<file path="src/source/memctl_pkg.sv">
// memory map decodes address bit 26 then bit 25; ROM and CSR views assume word aligned access
package memctl_pkg;

  // size codes are log2 of the byte count, codes above 32-bit mean ROM bursts
  localparam logic [2:0] CMD_SIZE_8  = 3'd0;
  localparam logic [2:0] CMD_SIZE_16 = 3'd1;
  localparam logic [2:0] CMD_SIZE_32 = 3'd2;
  // 8-word burst
  localparam logic [2:0] MAX_SIZE_CODE = 3'd5;

  localparam int SDRAM_ADDR_BITS = 24;
  localparam int ROM_ADDR_BITS   = 12;
  // 16 registers of 32 bits
  localparam int CSR_ADDR_BITS   = 6;

  localparam int SEL_SDRAM_BIT = 26;
  localparam int SEL_CSR_BIT   = 25;

  typedef struct packed {
    logic        valid;
    logic        wr;
    logic [31:0] addr;
    logic [31:0] data;
    logic [3:0]  mask;
    logic [2:0]  size;
  } dbus_cmd_t;

  typedef struct packed {
    logic        valid;
    logic [31:0] addr;
    logic [2:0]  size;
  } ibus_cmd_t;

  typedef struct packed {
    logic                       rd;
    logic                       wr;
    logic                       ack;
    logic [SDRAM_ADDR_BITS-1:0] addr;
    logic [15:0]                wdata;
    logic [1:0]                 wmask;
  } sdram_req_t;

  typedef struct packed {
    logic                     cyc;
    logic                     stb;
    logic                     we;
    logic [CSR_ADDR_BITS-3:0] adr;
    logic [31:0]              dat;
  } csr_req_t;

  // one CPU address, seen as SDRAM halfword address or as ROM/CSR word address
  typedef union packed {
    struct packed {
      logic [31-SDRAM_ADDR_BITS-1:0] region;
      logic [SDRAM_ADDR_BITS-1:0]    half_idx;
      logic                          byte_sel;
    } sdram;
    struct packed {
      logic [31-ROM_ADDR_BITS:0] region;
      logic [ROM_ADDR_BITS-3:0]  word_idx;
      logic [1:0]                lane;
    } io;
  } mem_addr_u;

  typedef enum logic [1:0] {
    SRC_NONE,
    SRC_ROM,
    SRC_CSR,
    SRC_SDRAM
  } src_e;

endpackage

</file>
<file path="src/source/rsp_path.sv">
// one registered word shared by both CPU buses; valid only with a response strobe
`timescale 1ns/1ps

module rsp_path import memctl_pkg::*; (
  input  logic        clk_i,
  input  logic        rst_i,
  input  logic        capture_i,
  input  src_e        src_i,
  input  logic [31:0] rom_data_i,
  input  logic [31:0] csr_data_i,
  input  logic [31:0] sdram_data_i,
  output logic [31:0] rsp_data_o
);

  logic [31:0] data_q;

  assign rsp_data_o = data_q;

  always_ff @(posedge clk_i or posedge rst_i) begin
    if (rst_i) begin
      data_q <= '0;
    end else if (capture_i) begin
      case (src_i)
        SRC_ROM:   data_q <= rom_data_i;
        SRC_CSR:   data_q <= csr_data_i;
        SRC_SDRAM: data_q <= sdram_data_i;
        default:   data_q <= '0;
      endcase
    end
  end

endmodule

</file>
<file path="src/source/rom_reader.sv">
// ROM needs exactly one cycle of read delay; sizes below a word read one word
`timescale 1ns/1ps

module rom_reader import memctl_pkg::*; (
  input  logic                     clk_i,
  input  logic                     rst_i,
  input  logic                     start_i,
  input  dbus_cmd_t                cmd_i,
  output logic [ROM_ADDR_BITS-3:0] rom_addr_o,
  output logic                     word_o,
  output logic                     last_o
);

  mem_addr_u                addr_u;
  logic [ROM_ADDR_BITS-3:0] addr_q;
  logic [MAX_SIZE_CODE-3:0] remain_q;
  logic [MAX_SIZE_CODE-3:0] remain_nx;
  logic [MAX_SIZE_CODE-3:0] count_init;
  logic                     word_q;
  logic                     last_q;

  assign addr_u    = cmd_i.addr;
  assign remain_nx = remain_q - 1'b1;
  assign word_o    = word_q;
  assign last_o    = last_q;

  // start address goes out right away so the first word is not delayed
  assign rom_addr_o = start_i ? addr_u.io.word_idx : addr_q;

  // words after the first, 2^(size-2)-1
  always_comb begin
    if (cmd_i.size > CMD_SIZE_32) begin
      count_init = ~({(MAX_SIZE_CODE-2){1'b1}} << (cmd_i.size - CMD_SIZE_32));
    end else begin
      count_init = '0;
    end
  end

  always_ff @(posedge clk_i or posedge rst_i) begin
    if (rst_i) begin
      remain_q <= '0;
      word_q   <= 1'b0;
      last_q   <= 1'b0;
    end else if (start_i) begin
      remain_q <= count_init;
      word_q   <= 1'b1;
      last_q   <= (count_init == '0);
    end else if (remain_q != '0) begin
      remain_q <= remain_nx;
      word_q   <= 1'b1;
      last_q   <= (remain_nx == '0);
    end else begin
      word_q <= 1'b0;
      last_q <= 1'b0;
    end
  end

  always_ff @(posedge clk_i) begin
    addr_q <= rom_addr_o + 1'b1;
  end

endmodule

</file>
<file path="src/source/csr_port.sv">
// single 32-bit access per command; read data is valid only in the ack cycle
`timescale 1ns/1ps

module csr_port import memctl_pkg::*; (
  input  logic        clk_i,
  input  logic        rst_i,
  input  logic        start_i,
  input  dbus_cmd_t   cmd_i,
  output csr_req_t    csr_o,
  input  logic        csr_stall_i,
  input  logic        csr_ack_i,
  input  logic [31:0] csr_dat_i,
  output logic        done_o,
  output logic        rd_o,
  output logic [31:0] rdata_o
);

  mem_addr_u                addr_u;
  logic                     cyc_q;
  logic                     stb_q;
  logic                     we_q;
  logic [CSR_ADDR_BITS-3:0] adr_q;
  logic [31:0]              dat_q;

  assign addr_u  = cmd_i.addr;
  assign csr_o   = '{cyc: cyc_q, stb: stb_q, we: we_q, adr: adr_q, dat: dat_q};
  assign done_o  = cyc_q && csr_ack_i;
  assign rd_o    = !we_q;
  assign rdata_o = csr_dat_i;

  // pipelined bus, stb lasts until the slave takes the request
  always_ff @(posedge clk_i or posedge rst_i) begin
    if (rst_i) begin
      cyc_q <= 1'b0;
      stb_q <= 1'b0;
    end else if (start_i) begin
      cyc_q <= 1'b1;
      stb_q <= 1'b1;
    end else begin
      if (stb_q && !csr_stall_i) stb_q <= 1'b0;
      if (done_o) cyc_q <= 1'b0;
    end
  end

  always_ff @(posedge clk_i) begin
    if (start_i) begin
      adr_q <= addr_u.io.word_idx[CSR_ADDR_BITS-3:0];
      we_q  <= cmd_i.wr;
      dat_q <= cmd_i.data;
    end
  end

endmodule

</file>
<file path="src/source/sdram_port.sv">
// 32-bit transfers go as two halfwords low first; SDRAM reads are always one full word
`timescale 1ns/1ps

module sdram_port import memctl_pkg::*; (
  input  logic        clk_i,
  input  logic        rst_i,
  input  logic        start_i,
  input  dbus_cmd_t   cmd_i,
  output sdram_req_t  sdram_o,
  input  logic        sdram_rdy_i,
  input  logic [15:0] sdram_rdata_i,
  output logic        done_o,
  output logic        word_o,
  output logic [31:0] rdata_o
);

  mem_addr_u                  addr_u;
  logic                       rd_q;
  logic                       wr_q;
  logic                       ack_q;
  logic                       busy_q;
  logic                       hi_pend_q;
  logic                       is_wr_q;
  logic [1:0]                 wait_q;
  logic [SDRAM_ADDR_BITS-1:0] addr_q;
  logic [15:0]                wdata_q;
  logic [15:0]                data_hi_q;
  logic [15:0]                low_q;
  logic [1:0]                 wmask_q;
  logic [1:0]                 mask_hi_q;
  logic                       two_half;
  logic                       half_done;

  assign addr_u   = cmd_i.addr;
  assign two_half = !cmd_i.wr || (cmd_i.size > CMD_SIZE_16);

  // rdy only counts from the third cycle of a request
  assign half_done = busy_q && !ack_q && (wait_q == 2'd2) && sdram_rdy_i;
  assign done_o    = half_done && !hi_pend_q;
  assign word_o    = done_o && !is_wr_q;
  assign rdata_o   = {sdram_rdata_i, low_q};

  assign sdram_o = '{rd: rd_q, wr: wr_q, ack: ack_q, addr: addr_q, wdata: wdata_q,
                     wmask: wmask_q};

  always_ff @(posedge clk_i or posedge rst_i) begin
    if (rst_i) begin
      rd_q      <= 1'b0;
      wr_q      <= 1'b0;
      ack_q     <= 1'b0;
      busy_q    <= 1'b0;
      hi_pend_q <= 1'b0;
      wait_q    <= 2'd0;
    end else begin
      ack_q <= 1'b0;
      if (start_i) begin
        rd_q      <= !cmd_i.wr;
        wr_q      <= cmd_i.wr;
        busy_q    <= 1'b1;
        hi_pend_q <= two_half;
        wait_q    <= 2'd0;
      end else if (busy_q) begin
        if (ack_q) begin
          // low half acknowledged, raise the request again for the high half
          rd_q      <= !is_wr_q;
          wr_q      <= is_wr_q;
          hi_pend_q <= 1'b0;
          wait_q    <= 2'd0;
        end else if (wait_q != 2'd2) begin
          wait_q <= wait_q + 1'b1;
        end else if (sdram_rdy_i) begin
          rd_q   <= 1'b0;
          wr_q   <= 1'b0;
          ack_q  <= 1'b1;
          busy_q <= hi_pend_q;
        end
      end
    end
  end

  always_ff @(posedge clk_i) begin
    if (start_i) begin
      is_wr_q   <= cmd_i.wr;
      addr_q    <= two_half ? {addr_u.sdram.half_idx[SDRAM_ADDR_BITS-1:1], 1'b0}
                            : addr_u.sdram.half_idx;
      wdata_q   <= cmd_i.data[15:0];
      data_hi_q <= cmd_i.data[31:16];
      // byte and halfword writes fold both mask pairs onto one halfword
      if (!cmd_i.wr) begin
        wmask_q <= 2'b11;
      end else if (two_half) begin
        wmask_q <= cmd_i.mask[1:0];
      end else begin
        wmask_q <= cmd_i.mask[1:0] | cmd_i.mask[3:2];
      end
      mask_hi_q <= cmd_i.wr ? cmd_i.mask[3:2] : 2'b11;
    end else if (busy_q && ack_q) begin
      addr_q[0] <= 1'b1;
      wdata_q   <= data_hi_q;
      wmask_q   <= mask_hi_q;
    end
    if (half_done && hi_pend_q) low_q <= sdram_rdata_i;
  end

  // byte data goes out unchanged, so the CPU has to repeat it across the halfword
  a_byte_repeat: assert property (@(posedge clk_i) disable iff (rst_i)
    start_i && cmd_i.wr && cmd_i.size == CMD_SIZE_8 |=> wdata_q[15:8] == wdata_q[7:0]);

endmodule

</file>
<file path="src/source/dispatch_fsm.sv">
// instruction bus always targets boot ROM; writes to ROM and other bad commands are just retired
`timescale 1ns/1ps

module dispatch_fsm import memctl_pkg::*; (
  input  logic      clk_i,
  input  logic      rst_i,
  input  dbus_cmd_t dbus_cmd_i,
  input  ibus_cmd_t ibus_cmd_i,
  input  logic      sdram_done_i,
  input  logic      sdram_word_i,
  input  logic      csr_done_i,
  input  logic      csr_rd_i,
  input  logic      rom_word_i,
  input  logic      rom_last_i,
  output logic      dbus_ready_o,
  output logic      ibus_ready_o,
  output logic      dbus_rsp_valid_o,
  output logic      ibus_rsp_valid_o,
  output dbus_cmd_t cmd_o,
  output logic      sdram_start_o,
  output logic      csr_start_o,
  output logic      rom_start_o,
  output src_e      src_o,
  output logic      capture_o
);

  typedef enum logic [2:0] {
    ST_IDLE,
    ST_SDRAM,
    ST_CSR,
    ST_ROM,
    ST_FINISH
  } state_e;

  state_e    state_q;
  dbus_cmd_t cmd_q;
  logic      from_ibus_q;
  mem_addr_u dbus_addr;
  logic      is_sdram;
  logic      is_csr;
  logic      dbus_take;
  logic      ibus_take;
  logic      rsp_fire;

  // region decode, SDRAM bit wins over CSR bit
  assign dbus_addr = dbus_cmd_i.addr;
  assign is_sdram  = dbus_addr.sdram.region[SEL_SDRAM_BIT - SDRAM_ADDR_BITS - 1];
  assign is_csr    = !is_sdram && dbus_addr.io.region[SEL_CSR_BIT - ROM_ADDR_BITS];

  // ready has to fall in the accept cycle itself
  assign dbus_ready_o = (state_q == ST_IDLE);
  assign ibus_ready_o = dbus_ready_o && !dbus_cmd_i.valid;
  assign dbus_take    = dbus_ready_o && dbus_cmd_i.valid;
  assign ibus_take    = ibus_ready_o && ibus_cmd_i.valid;

  assign cmd_o     = cmd_q;
  assign capture_o = rsp_fire;

  // the engine that owns the current state supplies the response word
  always_comb begin
    case (state_q)
      ST_ROM: begin
        src_o    = SRC_ROM;
        rsp_fire = rom_word_i;
      end
      ST_CSR: begin
        src_o    = SRC_CSR;
        rsp_fire = csr_done_i && csr_rd_i;
      end
      ST_SDRAM: begin
        src_o    = SRC_SDRAM;
        rsp_fire = sdram_word_i;
      end
      default: begin
        src_o    = SRC_NONE;
        rsp_fire = 1'b0;
      end
    endcase
  end

  always_ff @(posedge clk_i or posedge rst_i) begin
    if (rst_i) begin
      state_q          <= ST_IDLE;
      from_ibus_q      <= 1'b0;
      sdram_start_o    <= 1'b0;
      csr_start_o      <= 1'b0;
      rom_start_o      <= 1'b0;
      dbus_rsp_valid_o <= 1'b0;
      ibus_rsp_valid_o <= 1'b0;
    end else begin
      sdram_start_o    <= 1'b0;
      csr_start_o      <= 1'b0;
      rom_start_o      <= 1'b0;
      dbus_rsp_valid_o <= rsp_fire && !from_ibus_q;
      ibus_rsp_valid_o <= rsp_fire && from_ibus_q;
      case (state_q)
        ST_IDLE: begin
          if (dbus_take) begin
            from_ibus_q <= 1'b0;
            if (is_sdram) begin
              state_q       <= ST_SDRAM;
              sdram_start_o <= 1'b1;
            end else if (is_csr) begin
              state_q     <= ST_CSR;
              csr_start_o <= 1'b1;
            end else if (!dbus_cmd_i.wr) begin
              state_q     <= ST_ROM;
              rom_start_o <= 1'b1;
            end else begin
              // write into ROM space
              state_q <= ST_FINISH;
            end
          end else if (ibus_take) begin
            from_ibus_q <= 1'b1;
            state_q     <= ST_ROM;
            rom_start_o <= 1'b1;
          end
        end
        ST_SDRAM: begin
          if (sdram_done_i) state_q <= ST_FINISH;
        end
        ST_CSR: begin
          if (csr_done_i) state_q <= ST_FINISH;
        end
        ST_ROM: begin
          if (rom_last_i) state_q <= ST_FINISH;
        end
        default: begin
          state_q <= ST_IDLE;
        end
      endcase
    end
  end

  // latched command, instruction fetches are turned into data-bus reads
  always_ff @(posedge clk_i) begin
    if (dbus_take) begin
      cmd_q <= dbus_cmd_i;
    end else if (ibus_take) begin
      cmd_q <= '{valid: 1'b1, wr: 1'b0, addr: ibus_cmd_i.addr, data: '0, mask: '0,
                 size: ibus_cmd_i.size};
    end
  end

  // CSR registers are only reachable as whole words
  a_csr_word_size: assert property (@(posedge clk_i) disable iff (rst_i)
    dbus_take && is_csr |=> cmd_o.size == CMD_SIZE_32);

endmodule

</file>
<file path="src/source/mem_ctrl.sv">
// one command in flight at a time; data bus wins over instruction bus, rsp_data_o is shared
`timescale 1ns/1ps

module mem_ctrl import memctl_pkg::*; (
  input  logic                     clk_i,
  input  logic                     rst_i,
  input  dbus_cmd_t                dbus_cmd_i,
  output logic                     dbus_ready_o,
  output logic                     dbus_rsp_valid_o,
  input  ibus_cmd_t                ibus_cmd_i,
  output logic                     ibus_ready_o,
  output logic                     ibus_rsp_valid_o,
  output logic [31:0]              rsp_data_o,
  output sdram_req_t               sdram_o,
  input  logic                     sdram_rdy_i,
  input  logic [15:0]              sdram_rdata_i,
  output csr_req_t                 csr_o,
  input  logic                     csr_stall_i,
  input  logic                     csr_ack_i,
  input  logic [31:0]              csr_dat_i,
  output logic [ROM_ADDR_BITS-3:0] rom_addr_o,
  input  logic [31:0]              rom_data_i
);

  dbus_cmd_t   cmd;
  logic        sdram_start;
  logic        csr_start;
  logic        rom_start;
  logic        sdram_done;
  logic        sdram_word;
  logic [31:0] sdram_rdata;
  logic        csr_done;
  logic        csr_rd;
  logic [31:0] csr_rdata;
  logic        rom_word;
  logic        rom_last;
  src_e        src;
  logic        capture;

  dispatch_fsm dispatch_fsm_inst (
    .clk_i            (clk_i),
    .rst_i            (rst_i),
    .dbus_cmd_i       (dbus_cmd_i),
    .ibus_cmd_i       (ibus_cmd_i),
    .sdram_done_i     (sdram_done),
    .sdram_word_i     (sdram_word),
    .csr_done_i       (csr_done),
    .csr_rd_i         (csr_rd),
    .rom_word_i       (rom_word),
    .rom_last_i       (rom_last),
    .dbus_ready_o     (dbus_ready_o),
    .ibus_ready_o     (ibus_ready_o),
    .dbus_rsp_valid_o (dbus_rsp_valid_o),
    .ibus_rsp_valid_o (ibus_rsp_valid_o),
    .cmd_o            (cmd),
    .sdram_start_o    (sdram_start),
    .csr_start_o      (csr_start),
    .rom_start_o      (rom_start),
    .src_o            (src),
    .capture_o        (capture)
  );

  sdram_port sdram_port_inst (
    .clk_i         (clk_i),
    .rst_i         (rst_i),
    .start_i       (sdram_start),
    .cmd_i         (cmd),
    .sdram_o       (sdram_o),
    .sdram_rdy_i   (sdram_rdy_i),
    .sdram_rdata_i (sdram_rdata_i),
    .done_o        (sdram_done),
    .word_o        (sdram_word),
    .rdata_o       (sdram_rdata)
  );

  csr_port csr_port_inst (
    .clk_i       (clk_i),
    .rst_i       (rst_i),
    .start_i     (csr_start),
    .cmd_i       (cmd),
    .csr_o       (csr_o),
    .csr_stall_i (csr_stall_i),
    .csr_ack_i   (csr_ack_i),
    .csr_dat_i   (csr_dat_i),
    .done_o      (csr_done),
    .rd_o        (csr_rd),
    .rdata_o     (csr_rdata)
  );

  rom_reader rom_reader_inst (
    .clk_i      (clk_i),
    .rst_i      (rst_i),
    .start_i    (rom_start),
    .cmd_i      (cmd),
    .rom_addr_o (rom_addr_o),
    .word_o     (rom_word),
    .last_o     (rom_last)
  );

  rsp_path rsp_path_inst (
    .clk_i        (clk_i),
    .rst_i        (rst_i),
    .capture_i    (capture),
    .src_i        (src),
    .rom_data_i   (rom_data_i),
    .csr_data_i   (csr_rdata),
    .sdram_data_i (sdram_rdata),
    .rsp_data_o   (rsp_data_o)
  );

endmodule

</file>
<file path="config.mk">
export PLATFORM = sky130hd
export DESIGN_NAME = mem_ctrl
export DESIGN_NICKNAME = d
export VERILOG_FILES = /design/src/source/memctl_pkg.sv /design/src/source/rsp_path.sv /design/src/source/rom_reader.sv /design/src/source/csr_port.sv /design/src/source/sdram_port.sv /design/src/source/dispatch_fsm.sv /design/src/source/mem_ctrl.sv
export SDC_FILE = /design/constraint.sdc
export NUM_CORES = 1
export LEC_CHECK = 0
export ABC_AREA = 1
export BUFFER_PORTS_ARGS = -buffer_cell sky130_fd_sc_hd__buf_4
export CAP_MARGIN = 30
export CORE_ASPECT_RATIO = 0.75
export CORE_MARGIN = 2
export CORE_UTILIZATION = 40
export CTS_CLUSTER_DIAMETER = 150
export DETAILED_ROUTE_END_ITERATION = 10
export PLACE_DENSITY = 0.66
export SKIP_CTS_REPAIR_TIMING = 1
export SLEW_MARGIN = 20
export SYNTH_ARGS = -nofsm -noshare
export SYNTH_HDL_FRONTEND = slang
export SYNTH_SLANG_ARGS = --single-unit
</file>
<file path="constraint.sdc">
create_clock -name clk_i -period 4.5 [get_ports clk_i]
set_input_delay 0.675 -clock clk_i [delete_from_list [all_inputs] [get_ports clk_i]]
set_output_delay 0.675 -clock clk_i [all_outputs]
set_load 0.02 [all_outputs]
</file>
Yosys cells after proc, flatten, opt, wreduce, memory -nomap -nowiden --
Cells that the tools add are included.
Storage, ports and cells: word-level logic and storage cells 177, bits in registers 244, output and inout bits 130
Operators by class: equality and inequality tests 13, $lt $le $gt $ge 2, reduce and logical (&&, ||, !) cells 44, add/subtract/negate cells 4, shift-type cells 1, bitwise operators 2, multiplexer cells 75
Operators by type and width (count):
- 2-to-1 mux 72 bit | 2
- one-hot mux 32 bit (3 select lines) | 1
- 2-to-1 mux 1 bit | 47
- 2-to-1 mux 3 bit | 11
- 2-to-1 mux 16 bit | 2
- logical AND 1 bit | 16
- 2-to-1 mux 2 bit | 8
- nonzero test 2 bit | 7
- one-hot mux 3 bit (4 select lines) | 1
- adder 10 x 1 -> 10 bit, second input constant | 1
- 2-to-1 mux 10 bit | 1
- zero test 1 bit | 9
- zero test 3 bit | 3
- nonzero test 3 bit | 3
- equality test 2 bit, second input constant | 3
- equality test 3 x 2 -> 1 bit, second input constant | 2
- inequality test 2 x 1 -> 1 bit, second input constant | 3
- one-hot mux 2 bit (3 select lines) | 1
- AND reduction 2 bit | 3
- AND reduction 4 bit | 1
- equality test 3 x 1 -> 1 bit, second input constant | 1
- greater-than comparator 3 x 1 -> 1 bit, second input constant | 1
- greater-than comparator 3 x 2 -> 1 bit, second input constant | 1
- inequality test 3 x 2 -> 1 bit, second input constant | 1
- 12 further kinds | 12

Longest topological paths before layout --
Gate-level depths: netlist of the first run.
word-level depth 8, gate-level depth with buffers 10

By module --
From an unflattened synthesis of the first run, not the netlist that was laid out.
Second synthesis, totals: cells, all modules 1037, area, all modules 11128.2 µm²
Modules (own cells, without submodules):
- dispatch_fsm | area an instance 3567.2 µm², cells each 330, instances 1
- sdram_port | area an instance 3130.5 µm², cells each 217, instances 1
- rsp_path | area an instance 2018.2 µm², cells each 287, instances 1
- csr_port | area an instance 1461.4 µm², cells each 84, instances 1
- rom_reader | area an instance 950.9 µm², cells each 119, instances 1

Least setup slack after synthesis of the first run --
OpenSTA, ideal clock, no wires.
path type register to register, start register dispatch_fsm_inst.state_q[0], end register dispatch_fsm_inst.cmd_q (netlist bit dispatch_fsm_inst.cmd_o[0]) (enable), library setup time 0.418 ns, data arrival time 2.097 ns, path slack 1.985 ns, buffers on the path 0, clock period less this slack 2.515 ns, cell stages (with the launch flop) 6, required time 4.082 ns, cells stage by stage dfrtp_1 nor2_2 nand2_2 inv_2 nand2_1 inv_1
Between the ends: cells in the longest elaborated chain, start to end 4, elaborated cells on any way between the ends 5
RTL lines:
- from (decl) | line dispatch_fsm.sv:35 | state_e state_q;
- from (signal assigned) | line dispatch_fsm.sv:83 | state_q <= ST_IDLE;
- from (signal assigned) | line dispatch_fsm.sv:101 | state_q <= ST_SDRAM;
- from (signal assigned) | line dispatch_fsm.sv:104 | state_q <= ST_CSR;
- zero test 3 bit (*) | line dispatch_fsm.sv:51 | assign dbus_ready_o = (state_q == ST_IDLE);
- via dbus_ready_o | line mem_ctrl.sv:8 | output logic dbus_ready_o,
- logical AND 1 bit | line dispatch_fsm.sv:52 | assign ibus_ready_o = dbus_ready_o && !dbus_cmd_i.valid;
- logical AND 1 bit | line dispatch_fsm.sv:54 | assign ibus_take = ibus_ready_o && ibus_cmd_i.valid;
- nonzero test 2 bit (no source line) (*)
- to (signal assigned) | line dispatch_fsm.sv:138 | cmd_q <= dbus_cmd_i;
- to (signal assigned) | line dispatch_fsm.sv:140 | cmd_q <= '{valid: 1'b1, wr: 1'b0, addr: ibus_cmd_i.addr, data: '0, mask: '0,
- to (decl) | line dispatch_fsm.sv:36 | dbus_cmd_t cmd_q;
The timed path passes the listed nets; every way through them passes the cells marked *. A chain may end at the register's enable or synchronous reset.

Worst setup path in the final report of the first run --
start register dispatch_fsm_inst.rom_start_o, end output port rom_addr_o[9]
Between the ends: cells in the longest elaborated chain, start to end 1
RTL lines:
- from (decl) | line dispatch_fsm.sv:22 | output logic rom_start_o,
- from (signal assigned) | line dispatch_fsm.sv:87 | rom_start_o <= 1'b0;
- from (signal assigned) | line dispatch_fsm.sv:93 | rom_start_o <= 1'b0;
- from (signal assigned) | line dispatch_fsm.sv:108 | rom_start_o <= 1'b1;
- 2-to-1 mux 10 bit | line rom_reader.sv:28 | assign rom_addr_o = start_i ? addr_u.io.word_idx : addr_q;
- to (decl) | line mem_ctrl.sv:21 | output logic [ROM_ADDR_BITS-3:0] rom_addr_o,
No other way between the ends.

==> results of run 1 <==
## metal layers
| layer | part of all wire [%] | routed length [um] |
|---|---|---|
| met5 | 0 | 0 |
| met4 | 2.3 | 579 |
| met3 | 6.2 | 1529 |
| met2 | 47 | 11670 |
| met1 | 44 | 10990 |
## metrics by stage
stage	instance area (um2)	util [%]
2_1_floorplan	9877	-
3_3_place_gp	12450	51.65
3_5_place_dp	12450	51.65
4_1_cts	13270	55.09
5_1_grt	13350	55.40
6_report	13350	55.40
## state kept, by name, indices dropped and copies added, names as in the netlist, 2 cells and up
| register | cells |
|---|---|
| dispatch_fsm_inst.cmd_o | 64 |
| csr_port_inst.dat_q | 32 |
| rsp_path_inst.rsp_data_o | 32 |
| sdram_port_inst.addr_q | 24 |
| sdram_port_inst.data_hi_q | 16 |
| sdram_port_inst.low_q | 16 |
| sdram_port_inst.wdata_q | 16 |
| rom_reader_inst.addr_q | 10 |
| csr_port_inst.adr_q | 4 |
| dispatch_fsm_inst.state_q | 3 |
| rom_reader_inst.remain_q | 3 |
| sdram_port_inst.mask_hi_q | 2 |
| sdram_port_inst.wait_q | 2 |
| sdram_port_inst.wmask_q | 2 |
## kinds of logic after synthesis
| family | count (synthesis) | share of synthesized area (%) |
|---|---|---|
| AOI/OAI and AO/OA | 36 | 1.938 |
| xor gates and xnor gates | 4 | 0.3548 |
| adders and majority gates | 7 | 0.8867 |
| buffers and inverters | 122 | 5.422 |
| DFF | 243 | 70.08 |
| and+or+nand+nor | 515 | 21.32 |
## layout by cell type, fill, tap and decap left out
cell and count:
a21oi_1 14, a31oi_1 2, buf_12 1, buf_16 2
buf_4 317, bufinv_16 1, clkbuf_1 11, clkbuf_16 27
clkbuf_8 4, clkinv_1 4, clkinv_2 1, clkinv_4 1
dfrtp_1 53, dfrtp_2 2, dfxtp_1 10, edfxtp_1 178
ha_1 7, inv_1 73, inv_2 8, nand2_1 349
nand2_2 4, nand2_4 1, nand3_1 83, nand3b_1 1
nand4_1 2, nand4_2 1, nor2_1 63, nor2_2 4
nor2_4 2, nor3_1 3, o211ai_1 1, o21a_1 2
o21ai_0 16, o22ai_1 1, or2_2 2, xnor2_1 1
xor2_1 3
## power breakdown
group | switching, W | total [W] | internal (W)
registers | 0.000310 | 0.00352 | 0.00321
clock network | 0.000828 | 0.00205 | 0.00123
logic | 0.00173 | 0.00269 | 0.000966
total | 0.00287 | 0.00827 | 0.00540
## synth_stat cells, types with 2 or more instances
master,count,area (um2)
ha_1,7,87.58
nor2_2,4,25.02
nor2_4,2,22.52
nor3_1,3,15.01
buf_2,20,100.1
a21oi_1,14,70.07
nand2_2,4,25.02
o21ai_0,16,80.08
nand3_1,83,415.4
nand4_1,2,12.51
clkbuf_1,8,30.03
dfxtp_1,10,200.2
inv_1,75,281.5
buf_6,3,33.78
nand2_1,349,1310
nor2_1,63,236.5
xor2_1,3,26.28
o21a_1,2,15.01
edfxtp_1,178,5345
buf_4,8,60.06
a31oi_1,2,12.51
dfrtp_1,55,1376
inv_2,6,22.52
or2_2,2,12.51
## layout make-up
cell class	instances	area [um2]	share of cell area [%]
repair buffers	320	2455	18.39
multi-input cells	562	2420	18.13
inverters	82	307.8	2.306
clock buffers	42	772.0	5.784
well taps	331	414.1	3.103
clock inverters	6	55.05	0.4124
flip-flops and latches	243	6924	51.87
## path summary, 6_finish.rpt
check / from / endpoint / slack, ps / cells past startpoint
setup reg to reg: dispatch_fsm_inst.state_q[0] / dispatch_fsm_inst.cmd_o[8] / 2120 / 6
min in group clk_i: dbus_cmd_i[65] / dispatch_fsm_inst.csr_start_o / 330 / 2
hold / removal: rst_i / rsp_path_inst.rsp_data_o[5] / 300 / 2
hold reg to reg: dispatch_fsm_inst.cmd_o[57] / sdram_port_inst.addr_q[17] / 420 / 0
setup / recovery: dispatch_fsm_inst.rom_start_o / rom_addr_o[9] / 1650 / 5
max in group asynchronous: rst_i / dispatch_fsm_inst.csr_start_o / 3390 / 3
## critical path, stage by stage, from the launching register on
cell,delay (ps)
dfrtp_1,740
inv_2,230
or2_2,320
o21ai_0,100
inv_1,100
buf_4,170
==> results.md, run 1 <==
- CTS max path bufs: 3
- Number of synthesized flops with an enable pin: 178
- Mapped Cells: 927
- Layout Cells excl Fill: 1586
- Height of the die: 140.1 um
- CTS sink count: 243
- Yosys cell types: 32
- Avg Cell Area, Syn: 10.65 um2
- Tmin final: 2854 ps
- N_diodes: 0
- Period utilization: 63.42%
- Worst-Skew Late Latency: 520 ps
- Fin. max-slew vios: 0
- Worst-Margin Slew: 864.5 ps
- Max_slew headroom: 42.37%
- Die X: 185.4 um
- Pre-CTS WS: 1961 ps
- Ratio of cells with drive above 1 in the final layout: 30.12%
- Critical Path End Type: output pin
- Routed wire length: 24770 um
- Initial DRC count: 353
- Detailed Routing Iterations Pass 1: 4
- # fillers: 2147
- Total CTS buffers: 26
- GRT Total Usage: 18.62%
- Fin Hold WS: 304.4 ps
- Critical Path Start Type: flip-flop
- Vias per cell: 4.603
- Clock skew: 11.19 ps
- Max_cap viols: 0
- Mapped cell area: 9877 um2
- Vias in the first global route: 6909
- Hold Crit Class: primary input to async pin
- Critical setup path kind: flip-flop to output pin
- Core area: 24090 um2
- Number of port buffers: 309
- CP arrival: 2180 ps
- Max FO, Critical Path: 19
- Vias: 7301
- Post-synthesis register bit count: 243
- GRT Max-Usage Layer: met2
- Asr flop ratio synth: 22.63%
- First-pass GRT wire length: 37650 um
- Placed instance count: 1535
- WL/cell: 15.62 um
- Detailed placement HPWL: 17370 um
- PD cells: 619.4 nW/um2
- Req. time, crit path: 3830 ps
- GR Overflow Total: 0
- Antenna Nets Post-Route: 0
- Syn Nets: 1128
- I/O Pins: 324
- Met1 Track Usage GR: 25.93%
- Reg clk slew, reported paths: 60 ps
- Total power: 0.008267 W
- Met3 Use GR: 4.056%
- Die ar.: 25980 um2
- # setup viols final: 0
- Seq/Total Area, Yosys: 70.08%
- Initial antenna violation count: 0
- Nets: 1436
- # DRC: 0
- Status: finished clean
- Worst VDD drop: 0.2882 mV
- Depth of the CTS H-tree: 1
- FP Rows: 49
- Root Driver: clkbuf_16
- Top_reg_cell synth: edfxtp_1
- Max Fclk: 350.4 MHz
- Placer Congestion: 0.8540
- Worst setup margin: 1646 ps
- Maximum number of pins on one net before global-route repair: 49
- CTS tree: built
- Pleak: 6.211 nW
- Final Hold Fails: 0
- Initial cell density of the core: 40.99%
- RSZ-0062 raised after global routing: false
- Area Overhead vs Synth: 35.14%
- Synth warnings: 0
- Grt met2 use: 29.62%
- Final setup TNS: 0 ps
Power figures use the tool's default switching activity.
==> run 2: changes to the inputs <==
ABC_AREA = 0   (was 1)
PLACE_DENSITY = 0.65   (was 0.66)
clock period = 2.7 ns   (was 4.5 ns; I/O delays follow)
==> run 2 against run 1 <==
Against the previous run: register-to-register slack worse by 1500 ps; worst setup slack got worse by 1400 ps; global-route usage fell by 0.41 points; clock power increased by 81%; worst hold slack got worse by 250 ps; flip-flop and latch count is the same; via count decreased by 10%; final cell count down 15%; first-iteration DRC count up 9.6%; power grew 65%; critical endpoint is now rom_addr_o[4]; sequential power up 58%.
==> results.md, run 2 <==
- CP bufs+invs: 3
- Die X: 188.1 um
- Vias in the first global route: 6546
- Initial antenna violation count: 1
- Root Driver: clkbuf_16
- Synth area leaders: edfxtp_1 53%, dfrtp_1 14%, mux2_2 12%
- Commonest cells in the synthesized netlist: 178 x edfxtp_1, 105 x mux2_2, 55 x dfrtp_1
- Detailed placement HPWL: 17170 um
- I/O Pins: 324
- Maximum number of pins on one net before global-route repair: 73
- Period utilization: 89.10%
- Placed instance area: 12860 um2
- Vias per cell: 4.830
- Number of synthesized flops with an enable pin: 178
- Tmin final: 2406 ps
- Height of the die: 142.1 um
- Reg clk slew, reported paths: 70 ps
- # fillers: 2074
- Commonest non-fill, non-tap cell in the layout: buf_4
- Number of port buffers: 309
- Yosys cell types: 49
- Core area: 24960 um2
- Avg Cell Area, Syn: 14.76 um2
- Mapped Cells: 689
- Max_cap viols: 0
- Asr flop ratio synth: 22.63%
- Total CTS buffers: 26
- # DRC: 0
- CP arrival: 2000 ps
- Hold Crit Class: primary input to flip-flop
- First-pass GRT wire length: 37820 um
- Final Hold Fails: 0
- RSZ-0062 raised after global routing: false
- Most frequent cell after synthesis: edfxtp_1
- CTS tree: built
- Routed wire length: 24890 um
- Depth of the CTS H-tree: 1
- Crit path max-delay family: flip-flops
- Ratio of cells with drive above 1 in the final layout: 47.74%
- Seq/Total Area, Yosys: 68.05%
- Final instance area: 13770 um2
- Req. time, crit path: 2300 ps
- CTS sink count: 243
- Most frequent cells in the layout: 318 x buf_4, 178 x edfxtp_1, 105 x mux2_2
- Area occupied by registers: 6925 um2
- Vias: 6545
- Max_slew headroom: 59.63%
- Sequential power share: 40.6%
- Max Fclk: 415.7 MHz
- Worst-Margin Slew: 605.5 ps
- Slowest cell on the critical path: dfrtp_1
- Post-synthesis register bit count: 243
- Initial cell density of the core: 40.75%
- Final setup TNS: 0 ps
- Antenna Nets Post-Route: 0
- Mapped cell area: 10170 um2
- Sw power: 0.004255 W
- Clock skew: 19.98 ps
- # setup viols final: 0
- Top_reg_cell synth: edfxtp_1
- Worst path cell trace: buf_4 > mux2i_1 > inv_1 > buf_4
- Clock power share: 27.2%
- PD cells: 991.4 nW/um2
- Sw frac: 31.17%
- Cells on Worst Hold Path: 1
- Worst path most repeated cell: buf_4
- Status: finished clean
- Area Overhead vs Synth: 35.37%
- Post-layout util: 55.16%
- Area of the multi-input gates: 2940 um2
- GRT Total Usage: 18.21%
- Worst-Skew Late Latency: 530 ps
- Max reg flops: 64
- Reg2Reg Depth: 5
- Pleak: 5.774 nW
- Placer Congestion: 0.7813
- Syn Nets: 890
- Critical Path End Type: output pin
- Fin. max-slew vios: 0
- Slowest cell delay on critical path: 600 ps
- Critical Path Start Type: flip-flop
- WP depth: 4
- Comb power frac: 32.2%
- CTS max path bufs: 3
- Worst VDD drop: 0.5602 mV
- Initial DRC count: 387
- Critical setup path kind: flip-flop to output pin
- Internal power: 0.009395 W
- FP Rows: 50
- Nets: 1197
- WL/cell: 18.37 um
- Synth warnings: 0
- Post-synth top area share: 52.55%
- Die ar.: 26730 um2
- Max FO, Critical Path: 13
- GR Overflow Total: 0
- Synth area leader: edfxtp_1
- Detailed Routing Iterations Pass 1: 4
[run 2: changes by cell type after synthesis, sizes merged, moves of 5 or more]
cell	change
mux2	+114
nand3b	+31
nand2	-307
nand2b	+11
o21ai	-6
mux2i	+5
nor2	-46
and3	+39
inv	-65
clkbuf	+10
nand3	-80
a21oi	+32
[run 2: cells by family (layout without fill, tap and decap cells)]
family | Yosys count | after routing | synth area share, %
DFF | 243 | 243 | 68.05
and+or+nand+nor | 175 | 175 | 9.583
muxes | 119 | 119 | 13.41
AOI/OAI and AO/OA | 75 | 75 | 4.269
buffers and inverters | 63 | 390 | 3.223
adders and majority gates | 7 | 7 | 0.8611
xor gates and xnor gates | 7 | 7 | 0.6028
other | 0 | 1 | 0
[run 2: worst paths after layout]
| check | startpoint | end | slack (ps) |
|---|---|---|---|
| setup / recovery | dispatch_fsm_inst.rom_start_o | rom_addr_o[4] | 290 |
| hold / removal | sdram_rdata_i[10] | sdram_port_inst.low_q[10] | 60 |
| setup reg to reg | dispatch_fsm_inst.state_q[0] | rsp_path_inst.rsp_data_o[31] | 650 |
| hold reg to reg | dispatch_fsm_inst.cmd_o[63] | sdram_port_inst.addr_q[23] | 420 |
| max in group asynchronous | rst_i | dispatch_fsm_inst.csr_start_o | 1590 |
| min in group asynchronous | rst_i | rsp_path_inst.rsp_data_o[1] | 500 |
[run 2: worst reg2reg max path, delay by kind of cell (launching register included)]
| kind | cells | cell delay, ps |
|---|---|---|
| flops | 1 | 350 |
| mux | 1 | 380 |
| compound gates | 2 | 450 |
| buf+inv | 2 | 730 |
[run 2: routing by layer]
metal	track usage (%)	up-vias	part of all wire, %
met5	0	-	0
met4	5.719	0	3.0
met3	3.254	48	5.2
met2	28.78	213	47
met1	25.71	3131	45
li1	-	3153	-
[run 2: layout make-up]
class / instances / share of cell area, %
inverter: 17 / 0.4726
clock inverter: 19 / 1.536
multi-input combinational: 383 / 21.36
sequential: 243 / 50.30
antenna: 1 / 0.01818
tap: 338 / 3.072
timing repair buffer: 325 / 18.28
clock buffer: 29 / 4.962
[run 2: stage by stage]
stage	hold WS [ps]	std cells	total power, W	setup slack [ps]
after floorplan	400.3	689	0.008429	194.1
after global placement	400.8	1305	0.009953	691.0
after detailed placement	404.5	1305	0.01004	650.8
after CTS	-49.09	1353	0.01378	292.3
after global routing	44.61	1355	0.01438	123.0
final	58.39	1355	0.01365	294.3
[run 2: power by group through the flow]
stage | clock network (W) | registers [W] | logic, W
after floorplan | 0 | 0.00588 | 0.00255
after global placement | 0 | 0.00558 | 0.00437
after detailed placement | 0 | 0.00562 | 0.00442
after CTS | 0.00378 | 0.00555 | 0.00445
after global routing | 0.00392 | 0.00565 | 0.00481
final | 0.00371 | 0.00555 | 0.00440
==> run 3: changes to the inputs <==
RECOVER_POWER = 25   (was unset)
==> run 3 against run 2 <==
Against the previous run: global-route usage unchanged; final cell count unchanged; power is essentially flat; sequential share of layout area up 0.20 points; worst setup slack got worse by 1.2 ps; first-iteration DRC count down 7.2%; combinational power barely moved; non-clock buffer count unchanged; die area is the same; flip-flop and latch count stayed put; largest power group unchanged; clock skew increased by 1.1 ps; clock power hardly changed; highest routed layer unchanged.
==> results.md, run 3 (synthesis gave the netlist of run 2 again) <==
- Nets: 1197
- Max_cap viols: 0
- Final setup TNS: 0 ps
- Die ar.: 26730 um2
- CTS sink count: 243
- Routed wire length: 24950 um
- Max_slew headroom: 32.70%
- Vias in the first global route: 6546
- Detailed Routing Iterations Pass 1: 4
- Crit path max-delay family: flip-flops
- Most frequent cells in the layout: 301 x buf_4, 178 x edfxtp_1, 105 x mux2_2
- # setup viols final: 0
- GRT Total Usage: 18.21%
- Pre-CTS WS: 650.8 ps
- Maximum number of pins on one net before global-route repair: 73
- Worst path cell trace: buf_4 > mux2i_1 > inv_1 > buf_4
- Total CTS buffers: 26
- Ratio of cells with drive above 1 in the final layout: 46.36%
- Area occupied by registers: 6923 um2
- RSZ-0062 raised after global routing: false
- CP arrival: 2000 ps
- First-pass GRT wire length: 37820 um
- Placer Congestion: 0.7813
- Status: finished clean
- Critical Path End Type: output pin
- Max reg flops: 64
- Antenna Nets Post-Route: 0
- Worst setup margin: 293.1 ps
- Total power: 0.01364 W
- Detailed placement HPWL: 17170 um
- I/O Pins: 324
- Max FO, Critical Path: 13
- FP Rows: 50
- GR Overflow Total: 0
- Reg clk slew, reported paths: 60 ps
- Worst path most repeated cell: buf_4
- Number of port buffers: 309
- Slowest cell on the critical path: dfrtp_1
- Core area: 24960 um2
- Critical setup path kind: flip-flop to output pin
- Area of the multi-input gates: 2935 um2
- Depth of the CTS H-tree: 1
- Area Overhead vs Synth: 34.78%
- Clock skew: 21.11 ps
- Max Fclk: 415.5 MHz
- Slowest cell delay on critical path: 600 ps
- Hold Crit Class: primary input to flip-flop
- Pleak: 5.734 nW
- WL/cell: 18.41 um
- Initial DRC count: 359
- Die X: 188.1 um
- CP bufs+invs: 3
- Height of the die: 142.1 um
- # fillers: 2082
- Worst-Skew Late Latency: 530 ps
- CTS max path bufs: 3
- Final Hold Fails: 0
- Vias per cell: 4.841
- Vias: 6560
- Initial antenna violation count: 1
- Worst VDD drop: 0.5299 mV
- Initial cell density of the core: 40.75%
- Fin. max-slew vios: 0
- CTS tree: built
- Commonest non-fill, non-tap cell in the layout: buf_4
- Post-layout util: 54.92%
- PD cells: 995.1 nW/um2
- # DRC: 0
- Root Driver: clkbuf_16
- Worst-Margin Slew: 1010 ps
- Period utilization: 89.14%
- Critical Path Start Type: flip-flop
- Tmin final: 2407 ps
- Req. time, crit path: 2300 ps
-- run 3: changes by cell type in the layout (fill, tap and decap cells not counted) --
cell / previous run / this run
buf_12: 6 / 5
buf_4: 318 / 301
clkbuf_1: 2 / 12
clkbuf_2: 0 / 1
clkbuf_4: 0 / 7
dfrtp_1: 52 / 54
dfrtp_2: 3 / 1
inv_1: 15 / 16
inv_2: 1 / 0
or3_1: 0 / 1
or3_4: 1 / 0
-- run 3: layout make-up --
cell class	count	area share, %
antenna	1	0.01825
timing repair buffer	325	17.98
clock buffer	29	4.984
inverter	17	0.4746
multi-input combinational	383	21.41
clock inverter	19	1.543
tap	338	3.085
sequential	243	50.50
-- run 3: metrics by stage --
step / hold WS [ps] / cell area (um2) / std cells
after floorplan: 400.3 / 10180 / 689
after global placement: 400.8 / 12860 / 1305
after detailed placement: 404.5 / 12860 / 1305
after CTS: -49.09 / 13760 / 1353
after global routing: 69.43 / 13710 / 1355
final: 80.83 / 13710 / 1355
-- run 3: metal layers --
metal	wire length (um)	vias up	global-route usage, %	part of all wire (%)
met3	1296	46	3.254	5.2
met2	11640	200	28.78	47
li1	-	3153	-	-
met5	0	-	0	0
met4	720	0	5.719	2.9
met1	11290	3161	25.71	45
-- run 3: report_power, final --
group	internal [W]	switching (W)
combinational	0.00198	0.00241
clock	0.00228	0.00143
sequential	0.00511	0.000431
total	0.00938	0.00426
-- run 3: final timing paths --
check	to	cells after the start	slack (ps)	startpoint
worst max-delay path	rom_addr_o[4]	4	290	dispatch_fsm_inst.rom_start_o
worst min-delay path	sdram_port_inst.low_q[14]	1	80	sdram_rdata_i[14]
worst min register to register	sdram_port_inst.addr_q[23]	0	420	dispatch_fsm_inst.cmd_o[63]
max in group asynchronous	dispatch_fsm_inst.state_q[1]	4	600	rst_i
worst max register to register	dispatch_fsm_inst.cmd_o[40]	4	580	dispatch_fsm_inst.state_q[1]
min in group asynchronous	rsp_path_inst.rsp_data_o[4]	3	660	rst_i
